## config.mk

```make
export PLATFORM = sky130hd
export DESIGN_NAME = montgomery_top
export DESIGN_NICKNAME = d
export VERILOG_FILES = /design/src/source/montgomery_pkg.sv /design/src/source/montgomery_finalize.sv /design/src/source/montgomery_top.sv /design/src/source/operand_delay.sv /design/src/source/pipe_multiplier.sv /design/src/source/reduction_chain.sv
export SDC_FILE = /design/constraint.sdc
export NUM_CORES = 2
export LEC_CHECK = 0
export ABC_AREA = 1
export BUFFER_PORTS_ARGS = -buffer_cell sky130_fd_sc_hd__buf_2
export CAP_MARGIN = 10
export CORE_MARGIN = 1.5
export CORE_UTILIZATION = 40
export CTS_BUF_LIST = sky130_fd_sc_hd__clkbuf_4
export DETAILED_ROUTE_END_ITERATION = 10
export GPL_TIMING_DRIVEN = 0
export PLACE_DENSITY = 0.55
export SYNTH_ARGS = -nofsm -noshare
export SYNTH_HDL_FRONTEND = slang
export SYNTH_SLANG_ARGS = --single-unit
```

## constraint.sdc

```tcl
create_clock -name clk_i -period 16.25 [get_ports clk_i]
set_clock_uncertainty 0.2 [all_clocks]
set_input_delay 0.8125 -clock clk_i [delete_from_list [all_inputs] [get_ports clk_i]]
set_output_delay 0.8125 -clock clk_i [all_outputs]
set_load 0.03 [all_outputs]
```

## src/source/montgomery_pkg.sv

```systemverilog
package montgomery_pkg;

  // Operand widths.
  localparam int unsigned DATA_W  = 32;                 // Modulus, M' and result.
  localparam int unsigned WIDE_W  = 2 * DATA_W;         // T and full products.
  localparam int unsigned KBITS_W = $clog2(DATA_W + 1); // Holds k up to DATA_W.

  // Pipeline depths, counted in register stages.
  localparam int unsigned MUL_STAGES    = 3;                  // Per multiplier.
  localparam int unsigned CHAIN_LATENCY = 2 * MUL_STAGES;     // Two multipliers.
  localparam int unsigned LATENCY       = CHAIN_LATENCY + 2;  // Plus finalize.

  // Request as it enters the unit.
  typedef struct packed {
    logic [WIDE_W-1:0]  t;        // Value to reduce.
    logic [DATA_W-1:0]  modulus;  // Odd modulus M.
    logic [KBITS_W-1:0] k;        // Radix exponent.
    logic [DATA_W-1:0]  m_inv;    // -M^-1 mod 2^k.
  } mont_req_t;

  // Fields still needed after the multiply chain.
  typedef struct packed {
    logic [WIDE_W-1:0]  t;
    logic [DATA_W-1:0]  modulus;
    logic [KBITS_W-1:0] k;
  } mont_carry_t;

endpackage

```

## src/source/montgomery_finalize.sv

```systemverilog
`timescale 1ns/1ps

module montgomery_finalize (
  input  logic                              clk_i,
  input  logic                              rst_ni,
  input  logic                              valid_i,
  input  logic                              delay_valid_i,
  input  logic [montgomery_pkg::WIDE_W-1:0] qm_i,
  input  montgomery_pkg::mont_carry_t       carry_i,
  output logic                              valid_o,
  output logic [montgomery_pkg::DATA_W-1:0] result_o
);

  logic [montgomery_pkg::WIDE_W:0] sum_full;  // T + qM with carry bit.
  logic [montgomery_pkg::WIDE_W:0] sum_shr;
  logic [montgomery_pkg::DATA_W:0] red_q;     // Below 2M.
  logic [montgomery_pkg::DATA_W:0] mod_ext;
  logic [montgomery_pkg::DATA_W:0] diff;
  logic [montgomery_pkg::DATA_W-1:0] mod_q;
  logic                              vld1_q;

  // Low k bits of the sum are zero by construction of q.
  assign sum_full = {1'b0, carry_i.t} + {1'b0, qm_i};
  assign sum_shr  = sum_full >> carry_i.k;

  always_ff @(posedge clk_i) begin
    if (valid_i) begin
      red_q <= sum_shr[montgomery_pkg::DATA_W:0];
      mod_q <= carry_i.modulus;
    end
  end

  assign mod_ext = {1'b0, mod_q};
  assign diff    = red_q - mod_ext;

  always_ff @(posedge clk_i or negedge rst_ni) begin
    if (!rst_ni) begin
      vld1_q   <= 1'b0;
      valid_o  <= 1'b0;
      result_o <= '0;
    end else begin
      vld1_q  <= valid_i;
      valid_o <= vld1_q;
      if (vld1_q) begin
        // One conditional subtract.
        result_o <= (red_q >= mod_ext) ? diff[montgomery_pkg::DATA_W-1:0]
                                       : red_q[montgomery_pkg::DATA_W-1:0];
      end
    end
  end

  // Multiply chain and operand delay must stay in lockstep.
  a_paths_aligned : assert property (
    @(posedge clk_i) disable iff (!rst_ni) valid_i == delay_valid_i
  ) else $error("Chain and delay line out of step.");

  a_result_reduced : assert property (
    @(posedge clk_i) disable iff (!rst_ni) valid_o |-> (result_o < $past(mod_q))
  ) else $error("Result not below its modulus.");

endmodule

```

## src/source/montgomery_top.sv

```systemverilog
`timescale 1ns/1ps

module montgomery_top (
  input  logic                               clk_i,
  input  logic                               rst_ni,
  input  logic                               start_i,
  input  logic [montgomery_pkg::WIDE_W-1:0]  x_i,
  input  logic [montgomery_pkg::DATA_W-1:0]  modulus_i,
  input  logic [montgomery_pkg::KBITS_W-1:0] k_i,
  input  logic [montgomery_pkg::DATA_W-1:0]  m_inv_i,
  output logic                               valid_o,
  output logic [montgomery_pkg::DATA_W-1:0]  result_o
);

  montgomery_pkg::mont_req_t         req;
  montgomery_pkg::mont_carry_t       carry_in;
  montgomery_pkg::mont_carry_t       carry_dly;
  logic [montgomery_pkg::WIDE_W-1:0] qm;
  logic                              chain_valid;
  logic                              delay_valid;

  assign req.t       = x_i;
  assign req.modulus = modulus_i;
  assign req.k       = k_i;
  assign req.m_inv   = m_inv_i;

  assign carry_in.t       = req.t;
  assign carry_in.modulus = req.modulus;
  assign carry_in.k       = req.k;

  reduction_chain i_chain (
    .clk_i   (clk_i),
    .rst_ni  (rst_ni),
    .valid_i (start_i),
    .req_i   (req),
    .valid_o (chain_valid),
    .qm_o    (qm)
  );

  operand_delay i_delay (
    .clk_i   (clk_i),
    .rst_ni  (rst_ni),
    .valid_i (start_i),
    .carry_i (carry_in),
    .valid_o (delay_valid),
    .carry_o (carry_dly)
  );

  montgomery_finalize i_finalize (
    .clk_i         (clk_i),
    .rst_ni        (rst_ni),
    .valid_i       (chain_valid),
    .delay_valid_i (delay_valid),
    .qm_i          (qm),
    .carry_i       (carry_dly),
    .valid_o       (valid_o),
    .result_o      (result_o)
  );

endmodule

```

## src/source/operand_delay.sv

```systemverilog
`timescale 1ns/1ps

module operand_delay (
  input  logic                        clk_i,
  input  logic                        rst_ni,
  input  logic                        valid_i,
  input  montgomery_pkg::mont_carry_t carry_i,
  output logic                        valid_o,
  output montgomery_pkg::mont_carry_t carry_o
);

  montgomery_pkg::mont_carry_t              carry_q [montgomery_pkg::CHAIN_LATENCY];
  logic [montgomery_pkg::CHAIN_LATENCY-1:0] vld_q;

  // Payload columns, no reset.
  always_ff @(posedge clk_i) begin
    carry_q[0] <= carry_i;
    for (int i = 1; i < montgomery_pkg::CHAIN_LATENCY; i++) begin
      carry_q[i] <= carry_q[i-1];
    end
  end

  always_ff @(posedge clk_i or negedge rst_ni) begin
    if (!rst_ni) begin
      vld_q <= '0;
    end else begin
      vld_q <= {vld_q[montgomery_pkg::CHAIN_LATENCY-2:0], valid_i};
    end
  end

  assign valid_o = vld_q[montgomery_pkg::CHAIN_LATENCY-1];
  assign carry_o = carry_q[montgomery_pkg::CHAIN_LATENCY-1];  // Lines up with qm.

endmodule

```

## src/source/pipe_multiplier.sv

```systemverilog
`timescale 1ns/1ps

module pipe_multiplier (
  input  logic                              clk_i,
  input  logic                              rst_ni,
  input  logic                              valid_i,
  input  logic [montgomery_pkg::DATA_W-1:0] a_i,
  input  logic [montgomery_pkg::DATA_W-1:0] b_i,
  output logic                              valid_o,
  output logic [montgomery_pkg::WIDE_W-1:0] p_o
);

  logic [montgomery_pkg::DATA_W-1:0]     a_q;    // Operand stage.
  logic [montgomery_pkg::DATA_W-1:0]     b_q;
  logic [montgomery_pkg::WIDE_W-1:0]     a_ext;
  logic [montgomery_pkg::WIDE_W-1:0]     b_ext;
  logic [montgomery_pkg::WIDE_W-1:0]     prod_q [montgomery_pkg::MUL_STAGES-1];
  logic [montgomery_pkg::MUL_STAGES-1:0] vld_q;  // One bit per stage.

  assign a_ext = {{montgomery_pkg::DATA_W{1'b0}}, a_q};
  assign b_ext = {{montgomery_pkg::DATA_W{1'b0}}, b_q};

  // Each stage holds its own item.
  always_ff @(posedge clk_i) begin
    a_q       <= a_i;
    b_q       <= b_i;
    prod_q[0] <= a_ext * b_ext;  // Full product.
    for (int i = 1; i < montgomery_pkg::MUL_STAGES - 1; i++) begin
      prod_q[i] <= prod_q[i-1];  // Retiming stages.
    end
  end

  always_ff @(posedge clk_i or negedge rst_ni) begin
    if (!rst_ni) begin
      vld_q <= '0;
    end else begin
      vld_q <= {vld_q[montgomery_pkg::MUL_STAGES-2:0], valid_i};
    end
  end

  assign valid_o = vld_q[montgomery_pkg::MUL_STAGES-1];
  assign p_o     = prod_q[montgomery_pkg::MUL_STAGES-2];

  // The product leaves together with the valid bit of its own operands.
  a_valid_delay : assert property (
    @(posedge clk_i) disable iff (!rst_ni)
    valid_o |->
      (p_o == $past(a_i, montgomery_pkg::MUL_STAGES) *
              $past(b_i, montgomery_pkg::MUL_STAGES))
  ) else $error("Multiplier product out of step with its valid bit.");

endmodule

```

## src/source/reduction_chain.sv

```systemverilog
`timescale 1ns/1ps

module reduction_chain (
  input  logic                              clk_i,
  input  logic                              rst_ni,
  input  logic                              valid_i,
  input  montgomery_pkg::mont_req_t         req_i,
  output logic                              valid_o,
  output logic [montgomery_pkg::WIDE_W-1:0] qm_o
);

  logic [montgomery_pkg::DATA_W-1:0]  t_low;      // T mod R.
  logic                               mul1_valid;
  logic [montgomery_pkg::WIDE_W-1:0]  mul1_p;     // (T mod R) * M'.
  logic [montgomery_pkg::DATA_W-1:0]  q;
  logic [montgomery_pkg::DATA_W-1:0]  mod_q [montgomery_pkg::MUL_STAGES];
  logic [montgomery_pkg::KBITS_W-1:0] k_q   [montgomery_pkg::MUL_STAGES];

  // Ones in the low k bits, all ones when k equals DATA_W.
  function automatic logic [montgomery_pkg::DATA_W-1:0] low_mask(
    input logic [montgomery_pkg::KBITS_W-1:0] bits
  );
    logic [montgomery_pkg::DATA_W:0] one_hot;
    one_hot = {{montgomery_pkg::DATA_W{1'b0}}, 1'b1} << bits;
    return one_hot[montgomery_pkg::DATA_W-1:0] - 1'b1;
  endfunction

  // k never exceeds DATA_W, so the low word of T is enough.
  assign t_low = req_i.t[montgomery_pkg::DATA_W-1:0] & low_mask(req_i.k);

  pipe_multiplier i_mul_q (
    .clk_i   (clk_i),
    .rst_ni  (rst_ni),
    .valid_i (valid_i),
    .a_i     (t_low),
    .b_i     (req_i.m_inv),
    .valid_o (mul1_valid),
    .p_o     (mul1_p)
  );

  // Modulus and k follow the first multiplier.
  always_ff @(posedge clk_i) begin
    mod_q[0] <= req_i.modulus;
    k_q[0]   <= req_i.k;
    for (int i = 1; i < montgomery_pkg::MUL_STAGES; i++) begin
      mod_q[i] <= mod_q[i-1];
      k_q[i]   <= k_q[i-1];
    end
  end

  assign q = mul1_p[montgomery_pkg::DATA_W-1:0] &
             low_mask(k_q[montgomery_pkg::MUL_STAGES-1]);  // Product mod R.

  pipe_multiplier i_mul_qm (
    .clk_i   (clk_i),
    .rst_ni  (rst_ni),
    .valid_i (mul1_valid),
    .a_i     (q),
    .b_i     (mod_q[montgomery_pkg::MUL_STAGES-1]),
    .valid_o (valid_o),
    .p_o     (qm_o)
  );

endmodule
```

==> flow_metrics.tcl <==
set metrics [dict create \
    fin_crit_ns 9.67 \
    synth_cells 10500 \
    routed_wl_mm 321 \
    yosys.area.top_type "fa_1" \
    arrival_ns 10.51 \
    dp_hpwl_mm 268 \
    synth_cell_type_count 60 \
    crit_end "i_chain.i_mul_qm.prod_q[0][47]$_DFF_P_" \
    io_pins 170 \
    crit_top_cell "nand2_1" \
    syn-cell-area_um2 85400 \
    setup_violations 0 \
    synth_edf_count 65 \
    seq_area_frac_synth 0.246 \
    clockBufferDepth 4 \
    tightest_slew_ns 1.40 \
    r2r_start "i_chain.i_mul_qm.a_q[13]$_DFF_P_" \
    status "finished with violations" \
    slowest_delay_ns 1.05 \
    max_freq_mhz 103 \
    cp.required_ns 17.09 \
    ys_seq_elements 1005 \
    synth_top_cell_area_share 0.306 \
    cp_max_fo 10 \
    die-area_um2 216000 \
    cts_tree "done" \
    drive_gt1_frac 0.0562 \
    avgSynthCellArea_um2 8.11 \
    port_buffers 169 \
    die_w_um 465 \
    yosysWarningCount 0 \
    start_util 0.403 \
    met1_length_mm 130 \
    synthFlopType "dfxtp_1" \
    h-tree-depth 5 \
    vias 70900 \
    grt_overflow 0 \
    syn_to_final_growth_pct 12.2 \
    top_layer_used "met5" \
    dr_wl_met3_mm 25.3 \
    critPathSlowestCell "clkbuf_1" \
    yosys-top-cells-area "fa_1 (31%), dfxtp_1 (21%), inv_1 (12%), nand2_1 (12%), ha_1 (7.1%)" \
    place_congestion 0.999 \
    finalMaxSlewViolations 0 \
    max_slew_margin 0.0691 \
    reg2reg_depth 27 \
    grt_pass1_vias 72800 \
    grt_pass1_wl_mm 468 \
    grt_start_max_net_pins 66 \
    period_share 0.595 \
    firstDrtPassIters 11 \
    clock_latency_ns 1.32 \
    avgViaCountPerCell 4.97 \
    reg2reg_to "i_chain.i_mul_qm.prod_q[0][47]$_DFF_P_" \
    tns_ns 0 \
    rsz0062_at_grt "false" \
    cap_violations 0 \
    antenna_found_initial 27 \
    die_y_um 465 \
    dr.first_iter.drc_count 6254 \
    hold_violations 0 \
    grt_usage 0.298 \
    num_rows 169 \
    clk_pin_slew_worst_paths_ns 0.07 \
    worstSetupEndpointType "flip-flop" \
    cts_made_buffers 278 \
    root_buffer "clkbuf_4" \
    hold_class "reg2reg" \
    worst-r2r-setup-slack_ns 6.58 \
    cp-startpoint "i_chain.i_mul_qm.a_q[13]$_DFF_P_" \
    cts.sinks 1005 \
    core-area_um2 212000 \
    startpoint_type "flip-flop" \
    worst_hold_slack_ns 0.0372 \
    path_class "reg2reg" \
    synthArstFlopShare 0.0398 \
    synth_fp_nets 12500 \
    route.detailed.drc 28 \
    failed_checks "DRC" \
    cts_resized 0 \
    final_nets 13200 \
    met2_length_mm 146 \
    post_drt_wl_per_cell_um 22.5 \
    ant_nets 0 \
]
-- worst max-delay path: cells and delay by family, from the launching register on --
kind | cells | cell delay, ns
fa+ha+maj | 9 | 4.45
simple gates | 12 | 1.58
buf+inv | 4 | 1.31
flops | 1 | 0.76
compound gates | 1 | 0.61
xor+xnor | 1 | 0.56
-- cell families after synthesis --
| family | after synthesis | synth area share |
|---|---|---|
| AO/OA/AOI/OAI | 474 | 0.0308 |
| XOR/XNOR | 191 | 0.0196 |
| buffers and inverters | 3109 | 0.137 |
| flip-flops | 1005 | 0.246 |
| AND/OR/NAND/NOR | 3958 | 0.190 |
| adder cells (fa/ha/maj) | 1790 | 0.377 |
| multiplexers | 1 | 0.000117 |
-- metal layers --
| metal | vias to the layer above | track usage |
|---|---|---|
| met2 | 3088 | 0.478 |
| li1 | 32300 | - |
| met4 | 6 | 0.160 |
| met5 | - | 0 |
| met3 | 698 | 0.0555 |
| met1 | 34800 | 0.382 |
-- worst min-delay path by stage --
stage	start	endpoint	cells after the start
after floorplan	i_chain.i_mul_q.prod_q[0][0]$_DFF_P_	i_chain.i_mul_q.prod_q[0][64]$_DFF_P_	0
after global placement	i_chain.mod_q[1][22]$_DFF_P_	i_chain.mod_q[2][22]$_DFF_P_	0
after detailed placement	i_chain.mod_q[0][10]$_DFF_P_	i_chain.mod_q[1][10]$_DFF_P_	0
after CTS	x_i[10]	i_delay.carry_q[0][48]$_DFF_P_	2
after global routing	x_i[10]	i_delay.carry_q[0][48]$_DFF_P_	2
final	i_delay.carry_q[0][49]$_DFF_P_	i_delay.carry_q[1][49]$_DFF_P_	0
-- per-stage QoR --
stage / setup slack [ns] / cell area, um^2 / utilization / instances
6_report: 6.58 / 95800 / 0.452 / 14300
5_1_grt: 6.52 / 95800 / 0.452 / 14200
4_1_cts: 6.76 / 95800 / 0.452 / 14200
3_5_place_dp: 6.76 / 89800 / 0.423 / 13500
3_3_place_gp: 6.75 / 89800 / 0.423 / 13500
2_1_floorplan: 9.18 / 85400 / - / 10500
-- registers in the layout, summed over array words and instances, names as in the netlist, 31 cells and up --
name	flops
i_finalize.red_q	33
i_chain.i_mul_q.prod_q	64
i_delay.carry_q	488
i_chain.i_mul_q.a_q	32
i_chain.mod_q	93
i_chain.i_mul_qm.prod_q	128
i_chain.i_mul_qm.b_q	31
i_chain.i_mul_q.b_q	32
i_chain.i_mul_qm.a_q	32
i_finalize.mod_q	32
i_finalize.result_o	32
-- cell usage after synthesis (all sizes together) (3+ instances only) --
master / count
dfxtp: 900
dfrtp: 40
o211ai: 5
o2111ai: 3
o21bai: 9
nand4: 56
nand3b: 18
a211oi: 5
and3: 6
nand2: 2710
and2: 10
nor4: 11
o21ai: 145
nor4b: 4
edfxtp: 65
nor3: 44
a31oi: 26
inv: 2723
nor3b: 3
a21oi: 232
buf: 60
nor2: 408
a21o: 18
fa: 1306
o21a: 9
o31ai: 4
o311ai: 4
or2: 5
a21boi: 7
clkbuf: 325
a221oi: 3
xor2: 109
xnor2: 82
nand3: 681
ha: 484
-- cells in the final DEF, fill, tap and decap left out, drive strengths merged, types with 232 or more instances in the layout --
| master | netlist | routed |
|---|---|---|
| inv | 2723 | 2728 |
| nor2 | 408 | 408 |
| nand2 | 2710 | 2710 |
| nand3 | 681 | 681 |
| dfxtp | 900 | 900 |
| a21oi | 232 | 232 |
| fa | 1306 | 1306 |
| clkbuf | 325 | 714 |
| ha | 484 | 484 |
| dlygate4sd3 | 0 | 256 |
-- final cells by class --
| type | instances | area (um^2) |
|---|---|---|
| Sequential cell | 1005 | 21000 |
| Fill cell | 21400 | 116000 |
| Multi-Input combinational cell | 6414 | 52700 |
| Timing Repair Buffer | 427 | 3460 |
| Clock buffer | 389 | 2920 |
| Clock inverter | 75 | 440 |
| Inverter | 2724 | 10200 |
| Tap cell | 2821 | 3530 |
| Antenna cell | 21 | 52.6 |
| Buffer | 385 | 1510 |
-- repair_timing --
item | 4_1_cts | 5_1_grt
hold buffers | 257 | 0
buffers inserted | 0 | 0
hold endpoints to repair | 207 | 0
setup endpoints to repair | 0 | 0
Power is not shown: default switching activity piles up to over one toggle a cycle in this logic, so the estimate is an artifact.
